$ cat src/common/leaf_cfg_pkg.sv
package leaf_cfg_pkg;

    ////////////////////
    // Widths and port counts
    ////////////////////
    localparam int PACKET_BITS   = 97;
    localparam int LEAF_BITS     = 6;
    localparam int PORT_BITS     = 4;
    localparam int ADDR_BITS     = 7;
    localparam int PAYLOAD_BITS  = 64;

    localparam int NUM_IN_PORTS  = 7;
    localparam int NUM_OUT_PORTS = 7;

    // Port numbering inside the leaf
    localparam int IN_PORT_BASE  = 2;
    localparam int OUT_PORT_BASE = 9;

    ////////////////////
    // Header field positions
    ////////////////////
    localparam int VALID_POS = PACKET_BITS - 1;
    localparam int LEAF_LSB  = VALID_POS - LEAF_BITS;
    localparam int PORT_LSB  = LEAF_LSB - PORT_BITS;

    // Payload fields, from the top of the payload down
    localparam int SELF_PORT_LSB  = PAYLOAD_BITS - PORT_BITS;
    localparam int ROUTE_LEAF_LSB = SELF_PORT_LSB - LEAF_BITS;
    localparam int ROUTE_PORT_LSB = ROUTE_LEAF_LSB - PORT_BITS;
    localparam int BRAM_ADDR_LSB  = ROUTE_PORT_LSB - ADDR_BITS;
    localparam int FREESPACE_LSB  = BRAM_ADDR_LSB - ADDR_BITS;
    // Credit return flag
    localparam int CREDIT_BIT     = 0;

    ////////////////////
    // Types
    ////////////////////
    typedef logic [PACKET_BITS-1:0]   cfg_packet_t;
    typedef logic [LEAF_BITS-1:0]     leaf_id_t;
    typedef logic [PORT_BITS-1:0]     port_id_t;
    typedef logic [ADDR_BITS-1:0]     bram_addr_t;
    typedef logic [ADDR_BITS-1:0]     freespace_t;
    typedef logic [PAYLOAD_BITS-1:0]  payload_t;
    typedef logic [NUM_OUT_PORTS-1:0] out_mask_t;

    typedef enum logic [1:0] {
        RX_IDLE,
        RX_ACK,
        RX_WAIT_LOW
    } rx_state_t;

    // Port field codes
    localparam port_id_t PORT_CFG_OUT = 4'd0;
    localparam port_id_t PORT_CFG_IN  = 4'd1;

    ////////////////////
    // Reset values
    ////////////////////
    localparam port_id_t   SRC_PORT_RST  = 4'd9;
    localparam port_id_t   DST_PORT_RST  = 4'd2;
    localparam leaf_id_t   LEAF_RST      = '0;
    localparam bram_addr_t ADDR_RST      = '0;
    // Buffer starts empty, so full credit
    localparam freespace_t FREESPACE_MAX = 7'd127;
    localparam freespace_t FREESPACE_RST = FREESPACE_MAX;

endpackage
$ cat src/common/port_ctrl_if.sv
`timescale 1ns/1ps

interface port_ctrl_if import leaf_cfg_pkg::*; ();

    // Per output port pulses, one cycle wide
    out_mask_t load_en;
    out_mask_t add_en;

    // Start address and credit taken on load_en
    bram_addr_t [NUM_OUT_PORTS-1:0] load_addr;
    freespace_t [NUM_OUT_PORTS-1:0] load_free;

    modport bank (
        output load_en,
        output add_en,
        output load_addr,
        output load_free
    );

    modport tracker (
        input load_en,
        input add_en,
        input load_addr,
        input load_free
    );

endinterface

$ cat src/verilog/leaf_config_top.sv
`timescale 1ns/1ps

module leaf_config_top import leaf_cfg_pkg::*; (
    input  logic                                clk,
    input  logic                                reset,

    // Configuration link
    input  logic                                cfg_req_i,
    input  logic [PACKET_BITS-1:0]              cfg_packet_i,
    output logic                                cfg_ack_o,

    // One bit per output port, a word leaves each cycle it is high
    input  logic [NUM_OUT_PORTS-1:0]            send_i,

    // Input port source routes, entry 0 is port 2
    output logic [NUM_IN_PORTS*LEAF_BITS-1:0]   src_leaf_o,
    output logic [NUM_IN_PORTS*PORT_BITS-1:0]   src_port_o,

    // Output port state, entry 0 is port 9
    output logic [NUM_OUT_PORTS*LEAF_BITS-1:0]  dst_leaf_o,
    output logic [NUM_OUT_PORTS*PORT_BITS-1:0]  dst_port_o,
    output logic [NUM_OUT_PORTS*ADDR_BITS-1:0]  freespace_o,
    output logic [NUM_OUT_PORTS*ADDR_BITS-1:0]  bram_addr_o
);

    logic        pkt_valid;
    cfg_packet_t pkt;

    port_ctrl_if ctrl ();

    cfg_receiver i_cfg_receiver (
        .clk          (clk),
        .reset        (reset),
        .cfg_req_i    (cfg_req_i),
        .cfg_packet_i (cfg_packet_i),
        .cfg_ack_o    (cfg_ack_o),
        .pkt_valid_o  (pkt_valid),
        .pkt_o        (pkt)
    );

    config_controls i_config_controls (
        .clk          (clk),
        .reset        (reset),
        .pkt_valid_i  (pkt_valid),
        .pkt_i        (pkt),
        .ctrl         (ctrl.bank),
        .src_leaf_o   (src_leaf_o),
        .src_port_o   (src_port_o),
        .dst_leaf_o   (dst_leaf_o),
        .dst_port_o   (dst_port_o)
    );

    credit_tracker i_credit_tracker (
        .clk          (clk),
        .reset        (reset),
        .ctrl         (ctrl.tracker),
        .send_i       (send_i),
        .freespace_o  (freespace_o),
        .bram_addr_o  (bram_addr_o)
    );

endmodule

$ cat src/config_controls/credit_tracker.sv
`timescale 1ns/1ps

module credit_tracker import leaf_cfg_pkg::*; (
    input  logic                           clk,
    input  logic                           reset,
    port_ctrl_if.tracker                   ctrl,
    input  out_mask_t                      send_i,
    output freespace_t [NUM_OUT_PORTS-1:0] freespace_o,
    output bram_addr_t [NUM_OUT_PORTS-1:0] bram_addr_o
);

    freespace_t [NUM_OUT_PORTS-1:0] free_next;
    bram_addr_t [NUM_OUT_PORTS-1:0] addr_next;

    ////////////////////
    // Next count and pointer
    ////////////////////
    always_comb begin
        for (int i = 0; i < NUM_OUT_PORTS; i++) begin
            free_next[i] = freespace_o[i];
            addr_next[i] = bram_addr_o[i];

            if (ctrl.load_en[i]) begin
                // Load wins over credit and send
                free_next[i] = ctrl.load_free[i];
                addr_next[i] = ctrl.load_addr[i];
            end else begin
                case ({ctrl.add_en[i], send_i[i]})
                    2'b10: begin
                        if (freespace_o[i] != FREESPACE_MAX) begin
                            free_next[i] = freespace_o[i] + 1'b1;
                        end
                    end
                    2'b01: begin
                        if (freespace_o[i] != '0) begin
                            free_next[i] = freespace_o[i] - 1'b1;
                        end
                    end
                    // Credit and send in the same cycle cancel out
                    default: begin
                        free_next[i] = freespace_o[i];
                    end
                endcase

                // Pointer wraps at the top of the BRAM
                if (send_i[i]) begin
                    addr_next[i] = bram_addr_o[i] + 1'b1;
                end
            end
        end
    end

    ////////////////////
    // Counter registers
    ////////////////////
    always_ff @(posedge clk) begin
        if (reset) begin
            for (int i = 0; i < NUM_OUT_PORTS; i++) begin
                freespace_o[i] <= FREESPACE_RST;
                bram_addr_o[i] <= ADDR_RST;
            end
        end else begin
            freespace_o <= free_next;
            bram_addr_o <= addr_next;
        end
    end

endmodule

$ cat src/config_controls/config_controls.sv
`timescale 1ns/1ps

module config_controls import leaf_cfg_pkg::*; (
    input  logic                           clk,
    input  logic                           reset,
    input  logic                           pkt_valid_i,
    input  cfg_packet_t                    pkt_i,
    port_ctrl_if.bank                      ctrl,
    output leaf_id_t [NUM_IN_PORTS-1:0]    src_leaf_o,
    output port_id_t [NUM_IN_PORTS-1:0]    src_port_o,
    output leaf_id_t [NUM_OUT_PORTS-1:0]   dst_leaf_o,
    output port_id_t [NUM_OUT_PORTS-1:0]   dst_port_o
);

    logic                    pkt_valid_q;
    cfg_packet_t             pkt_q;

    port_id_t                port_field;
    payload_t                payload;
    port_id_t                self_port;
    leaf_id_t                route_leaf;
    port_id_t                route_port;
    bram_addr_t              bram_addr;
    freespace_t              freespace;

    logic [NUM_IN_PORTS-1:0] in_hit;
    out_mask_t               out_hit;
    out_mask_t               credit_hit;

    ////////////////////
    // Input stage
    ////////////////////
    // Packets with the valid bit clear are dropped here
    always_ff @(posedge clk) begin
        if (reset) begin
            pkt_valid_q <= 1'b0;
        end else begin
            pkt_valid_q <= pkt_valid_i && pkt_i[VALID_POS];
        end
    end

    always_ff @(posedge clk) begin
        if (pkt_valid_i) begin
            pkt_q <= pkt_i;
        end
    end

    // Field split, leaf field not needed here
    assign port_field = pkt_q[PORT_LSB +: PORT_BITS];
    assign payload    = pkt_q[PAYLOAD_BITS-1:0];
    assign self_port  = payload[SELF_PORT_LSB +: PORT_BITS];
    assign route_leaf = payload[ROUTE_LEAF_LSB +: LEAF_BITS];
    assign route_port = payload[ROUTE_PORT_LSB +: PORT_BITS];
    assign bram_addr  = payload[BRAM_ADDR_LSB +: ADDR_BITS];
    assign freespace  = payload[FREESPACE_LSB +: ADDR_BITS];

    ////////////////////
    // Port decode
    ////////////////////
    always_comb begin
        for (int i = 0; i < NUM_IN_PORTS; i++) begin
            in_hit[i] = pkt_valid_q && (port_field == PORT_CFG_IN) &&
                        (self_port == port_id_t'(IN_PORT_BASE + i));
        end
        for (int j = 0; j < NUM_OUT_PORTS; j++) begin
            out_hit[j]    = pkt_valid_q && (port_field == PORT_CFG_OUT) &&
                            (self_port == port_id_t'(OUT_PORT_BASE + j));
            // Credit packets address the output port directly
            credit_hit[j] = pkt_valid_q && (port_field == port_id_t'(OUT_PORT_BASE + j));
        end
    end

    ////////////////////
    // Route registers
    ////////////////////
    always_ff @(posedge clk) begin
        if (reset) begin
            for (int i = 0; i < NUM_IN_PORTS; i++) begin
                src_leaf_o[i] <= LEAF_RST;
                src_port_o[i] <= SRC_PORT_RST;
            end
            for (int j = 0; j < NUM_OUT_PORTS; j++) begin
                dst_leaf_o[j] <= LEAF_RST;
                dst_port_o[j] <= DST_PORT_RST;
            end
        end else begin
            for (int i = 0; i < NUM_IN_PORTS; i++) begin
                if (in_hit[i]) begin
                    src_leaf_o[i] <= route_leaf;
                    src_port_o[i] <= route_port;
                end
            end
            for (int j = 0; j < NUM_OUT_PORTS; j++) begin
                if (out_hit[j]) begin
                    dst_leaf_o[j] <= route_leaf;
                    dst_port_o[j] <= route_port;
                end
            end
        end
    end

    ////////////////////
    // Tracker controls
    ////////////////////
    always_ff @(posedge clk) begin
        if (reset) begin
            ctrl.load_en <= '0;
            ctrl.add_en  <= '0;
        end else begin
            ctrl.load_en <= out_hit;
            ctrl.add_en  <= credit_hit & {NUM_OUT_PORTS{payload[CREDIT_BIT]}};
        end
    end

    // Load values line up with the load_en pulse
    always_ff @(posedge clk) begin
        for (int j = 0; j < NUM_OUT_PORTS; j++) begin
            if (out_hit[j]) begin
                ctrl.load_addr[j] <= bram_addr;
                ctrl.load_free[j] <= freespace;
            end
        end
    end

endmodule

$ cat src/verilog/cfg_receiver.sv
`timescale 1ns/1ps

module cfg_receiver import leaf_cfg_pkg::*; (
    input  logic        clk,
    input  logic        reset,
    input  logic        cfg_req_i,
    input  cfg_packet_t cfg_packet_i,
    output logic        cfg_ack_o,
    output logic        pkt_valid_o,
    output cfg_packet_t pkt_o
);

    rx_state_t   state;
    rx_state_t   state_next;
    cfg_packet_t pkt_q;
    logic        capture;

    // Sender holds the packet stable while req is high
    assign capture = (state == RX_IDLE) && cfg_req_i;

    ////////////////////
    // Handshake FSM
    ////////////////////
    always_comb begin
        state_next = state;
        case (state)
            RX_IDLE: begin
                if (cfg_req_i) begin
                    state_next = RX_ACK;
                end
            end
            RX_ACK: begin
                state_next = RX_WAIT_LOW;
            end
            RX_WAIT_LOW: begin
                // Slow sender parks us here
                if (!cfg_req_i) begin
                    state_next = RX_IDLE;
                end
            end
            default: begin
                state_next = RX_IDLE;
            end
        endcase
    end

    always_ff @(posedge clk) begin
        if (reset) begin
            state <= RX_IDLE;
        end else begin
            state <= state_next;
        end
    end

    // Packet register
    always_ff @(posedge clk) begin
        if (capture) begin
            pkt_q <= cfg_packet_i;
        end
    end

    ////////////////////
    // Outputs
    ////////////////////
    // Valid for the one cycle spent in RX_ACK
    assign pkt_valid_o = (state == RX_ACK);
    // Ack held until req goes low
    assign cfg_ack_o   = (state == RX_WAIT_LOW);
    assign pkt_o       = pkt_q;

endmodule

$ cat config.mk
export PLATFORM = sky130hd
export DESIGN_NAME = leaf_config_top
export DESIGN_NICKNAME = d
export VERILOG_FILES = /design/src/common/leaf_cfg_pkg.sv /design/src/common/port_ctrl_if.sv /design/src/verilog/leaf_config_top.sv /design/src/config_controls/credit_tracker.sv /design/src/config_controls/config_controls.sv /design/src/verilog/cfg_receiver.sv
export SDC_FILE = /design/constraint.sdc
export NUM_CORES = 1
export LEC_CHECK = 0
export BUFFER_PORTS_ARGS = -buffer_cell sky130_fd_sc_hd__buf_4
export CORE_MARGIN = 3
export CORE_UTILIZATION = 55
export CTS_BUF_LIST = sky130_fd_sc_hd__clkbuf_8 sky130_fd_sc_hd__clkbuf_16
export DETAILED_ROUTE_END_ITERATION = 16
export HOLD_SLACK_MARGIN = 0.1
export PLACE_DENSITY = 0.84
export SYNTH_ARGS = -nofsm -noshare
export SYNTH_HDL_FRONTEND = slang
export SYNTH_SLANG_ARGS = --single-unit
$ cat constraint.sdc
create_clock -name clk -period 4.2 [get_ports clk]
set_input_delay 0.42 -clock clk [delete_from_list [all_inputs] [get_ports clk]]
set_output_delay 0.42 -clock clk [all_outputs]
set_load 0.02 [all_outputs]
==> metrics.yaml <==
clkPwrFrac_pct: 40.8
worst_slack_ps: 1140
power_leakage_nw: 8.05
synth-seq-area-share_pct: 59.4
start_util_pct: 56.4
crit-reg2reg-capture: "i_config_controls.ctrl.load_free[33]"
required_ps: 4350
min_path_cells: 3
status: "complete, no violations"
power.internal_mw: 7.06
rows: 63
grt_pass1_vias: 13200
powerDensity_nw_per_um2: 449
cts_tree: "done"
core-area_sq_um: 30000
drc: 0
p_seq_share_pct: 49.2
syn_area_sq_um: 16900
overflow: 0
critPathLaunchType: "register"
layout_common_cells: "buf_4 (291), nand2_1 (285), dfxtp_1 (255)"
critical_path_class: "register to register"
fin_tns_setup_ps: 0
r2r_start: "i_config_controls.pkt_q[89]"
period_share_pct: 72.9
grt_pass1_wl_mm: 71.9
cts_root_buffer: "clkbuf_16"
layout_commonest_cell: "buf_4"
critical_path.max_fanout: 24
drt_pass1_iterations: 5
hold-worst-slack_ps: 145
clockBufferDepth: 3
nets: 2036
clkTransAtPathRegs_ps: 60
async_reset_ff_share_pct: 0
yosys_most_used_dff: "dfxtp_1"
num_vias: 13800
synth_cell_types: 70
post_cts_resized: 0
switching_power_mw: 2.36
syn_nets: 1780
viasPerCell: 5.91
antenna_cells: 0
pre_cts_ws_ps: 1210
port_buffers: 282
whs_endpoint: "i_cfg_receiver.state[1]"
die_h_um: 182
reg2regPathDepth: 4
drv_slew: 0
detailedRoute.firstIterationViolations: 1325
antenna_found_initial: 1
min_from: "cfg_req_i"
crit_arrival_ps: 3210
fmax_ghz: 0.326
io_pins: 346
ir_drop_mv: 0.446
rrSetupSlack_ps: 1140
crit_path_end_kind: "register"
synth-seq-cells: 420
antenna_left: 0
drive_above_1_share_pct: 20.1
cts_max_level: 2
die-width_um: 182
routed_wirelength_mm: 47.0
die-area_sq_um: 32900
drt-wirelength-per-cell_um: 20.1
setup_viol: 0
synth_edf_count: 165
synthCells: 1659
cts_made_buffers: 42
grt_use_total_pct: 27.1
tightestPinTransition_ps: 1350
synth_warnings: 0
maxCapViolCount: 0
gp_congestion: 0.864
finalHoldViolCount: 0
min_path_type: "input pin to register"
clock_latency_ps: 530
cts.sinks: 420
hpwl_mm: 29.9
combPwrFrac_pct: 10.0
netSwitchingFraction_pct: 25.1
rsz0062_at_grt: "false"
fin_worst_skew_ps: 14.1
finalCriticalPeriod_ps: 3060
nFillCells: 2095
relSlewSlack_pct: 9.31
layout-area-overhead-vs-synth_pct: 23.8
grt_max_degree: 115
syn_avg_cell_area_sq_um: 10.2
timing repair:
item / in CTS / in global routing
hold endpoints to repair: 34 / 0
setup buffers: 0 / 0
hold buffers: 34 / 0
sequential cells by signal (all words and copies together) (netlist names):
register and count:
i_config_controls.ctrl.load_addr 49, i_credit_tracker.freespace_o 49, i_credit_tracker.bram_addr_o 49, i_cfg_receiver.pkt_o 34
i_config_controls.src_port_o 28, i_config_controls.ctrl.load_free 49, i_config_controls.pkt_q 33, i_config_controls.src_leaf_o 42
i_config_controls.dst_leaf_o 42, i_config_controls.dst_port_o 28, i_cfg_receiver.state 2, i_config_controls.ctrl.load_en 7
i_config_controls.ctrl.add_en 7, i_config_controls.pkt_valid_q 1
power by group through the flow:
stage | Sequential, mW | Clock (mW) | Combinational (mW)
5_1_grt | 4.66 | 4.05 | 1.03
4_1_cts | 4.63 | 3.87 | 0.936
3_3_place_gp | 4.70 | 0 | 0.873
3_5_place_dp | 4.71 | 0 | 0.904
6_report | 4.64 | 3.84 | 0.943
2_1_floorplan | 4.72 | 0 | 0.528
worst max path at each step:
stage	startpoint	end	cells past startpoint	slack, ps
floorplan	cfg_req_i	i_cfg_receiver.pkt_o[0]	1	760
global placement	i_config_controls.pkt_q[89]	i_config_controls.ctrl.load_free[30]	4	1300
detailed placement	i_config_controls.pkt_q[89]	i_config_controls.ctrl.load_free[29]	4	1210
CTS	i_config_controls.pkt_q[89]	i_config_controls.ctrl.load_addr[28]	4	1160
global route	i_config_controls.pkt_q[88]	i_config_controls.dst_leaf_o[29]	6	960
finish	i_config_controls.pkt_q[89]	i_config_controls.ctrl.load_free[33]	4	1140
area by class of cell:
class	instances	area (sq um)	share of cell area (%)
well taps	390	488	2.33
inverters	12	45.0	0.215
clock buffers	47	1130	5.39
repair buffers	326	2540	12.1
clock inverters	31	303	1.44
flip-flops and latches	420	10100	48.0
multi-input cells	1113	6410	30.6
critical path: stages (launching register included):
cell and delay, ps:
edfxtp_1 420, nand4bb_1 290, or3_1 580, or3_1 640, inv_1 740
Yosys cell counts, types with 6 or more instances:
| cell type | instances | area, sq um |
|---|---|---|
| buf_1 | 11 | 41.3 |
| and2_1 | 10 | 62.6 |
| nand2b_1 | 13 | 81.3 |
| nor2b_1 | 6 | 37.5 |
| a21oi_1 | 161 | 806 |
| nor3_1 | 35 | 175 |
| xnor2_1 | 25 | 219 |
| ha_1 | 14 | 175 |
| o31ai_1 | 7 | 52.6 |
| nand2_1 | 285 | 1070 |
| nand3_1 | 41 | 205 |
| or2_2 | 7 | 43.8 |
| and4b_1 | 6 | 60.1 |
| inv_1 | 12 | 45.0 |
| buf_2 | 20 | 100 |
| clkbuf_1 | 79 | 297 |
| o21ai_0 | 12 | 60.1 |
| nor4_1 | 55 | 344 |
| xor2_1 | 36 | 315 |
| dfxtp_1 | 255 | 5100 |
| a211oi_1 | 19 | 143 |
| and3_1 | 29 | 181 |
| nand4_1 | 34 | 213 |
| and4_1 | 6 | 52.6 |
| nor3b_1 | 35 | 263 |
| edfxtp_1 | 165 | 4950 |
| nor2_1 | 130 | 488 |
| mux2i_1 | 44 | 440 |
| or4_1 | 6 | 45.0 |
| or3_1 | 18 | 113 |
cell families after synthesis:
group | synth area share [%]
flip-flops | 59.4
AO/OA/AOI/OAI | 8.60
adder cells (fa/ha/maj) | 1.03
buffers and inverters | 3.05
multiplexers | 2.67
XOR/XNOR | 3.15
AND/OR/NAND/NOR | 22.1
layer usage:
| layer | vias up | GRT usage, % | wire length [um] |
|---|---|---|---|
| met2 | 663 | 44.5 | 22400 |
| met5 | - | 0 | 0 |
| met4 | 0 | 12.1 | 2300 |
| met3 | 151 | 5.03 | 3720 |
| li1 | 6443 | - | - |
| met1 | 6556 | 35.2 | 18600 |
per-stage QoR:
stage / instance area [sq um] / std cells / utilization (%) / total power [mW]
detailed placement: 19200 / 2227 / 63.9 / 5.62
global placement: 19200 / 2227 / 63.9 / 5.57
finish: 21000 / 2339 / 69.8 / 9.42
CTS: 21000 / 2339 / 69.8 / 9.43
floorplan: 16900 / 1659 / - / 5.25
global route: 21000 / 2339 / 69.8 / 9.74
Power figures use the tool's default switching activity.
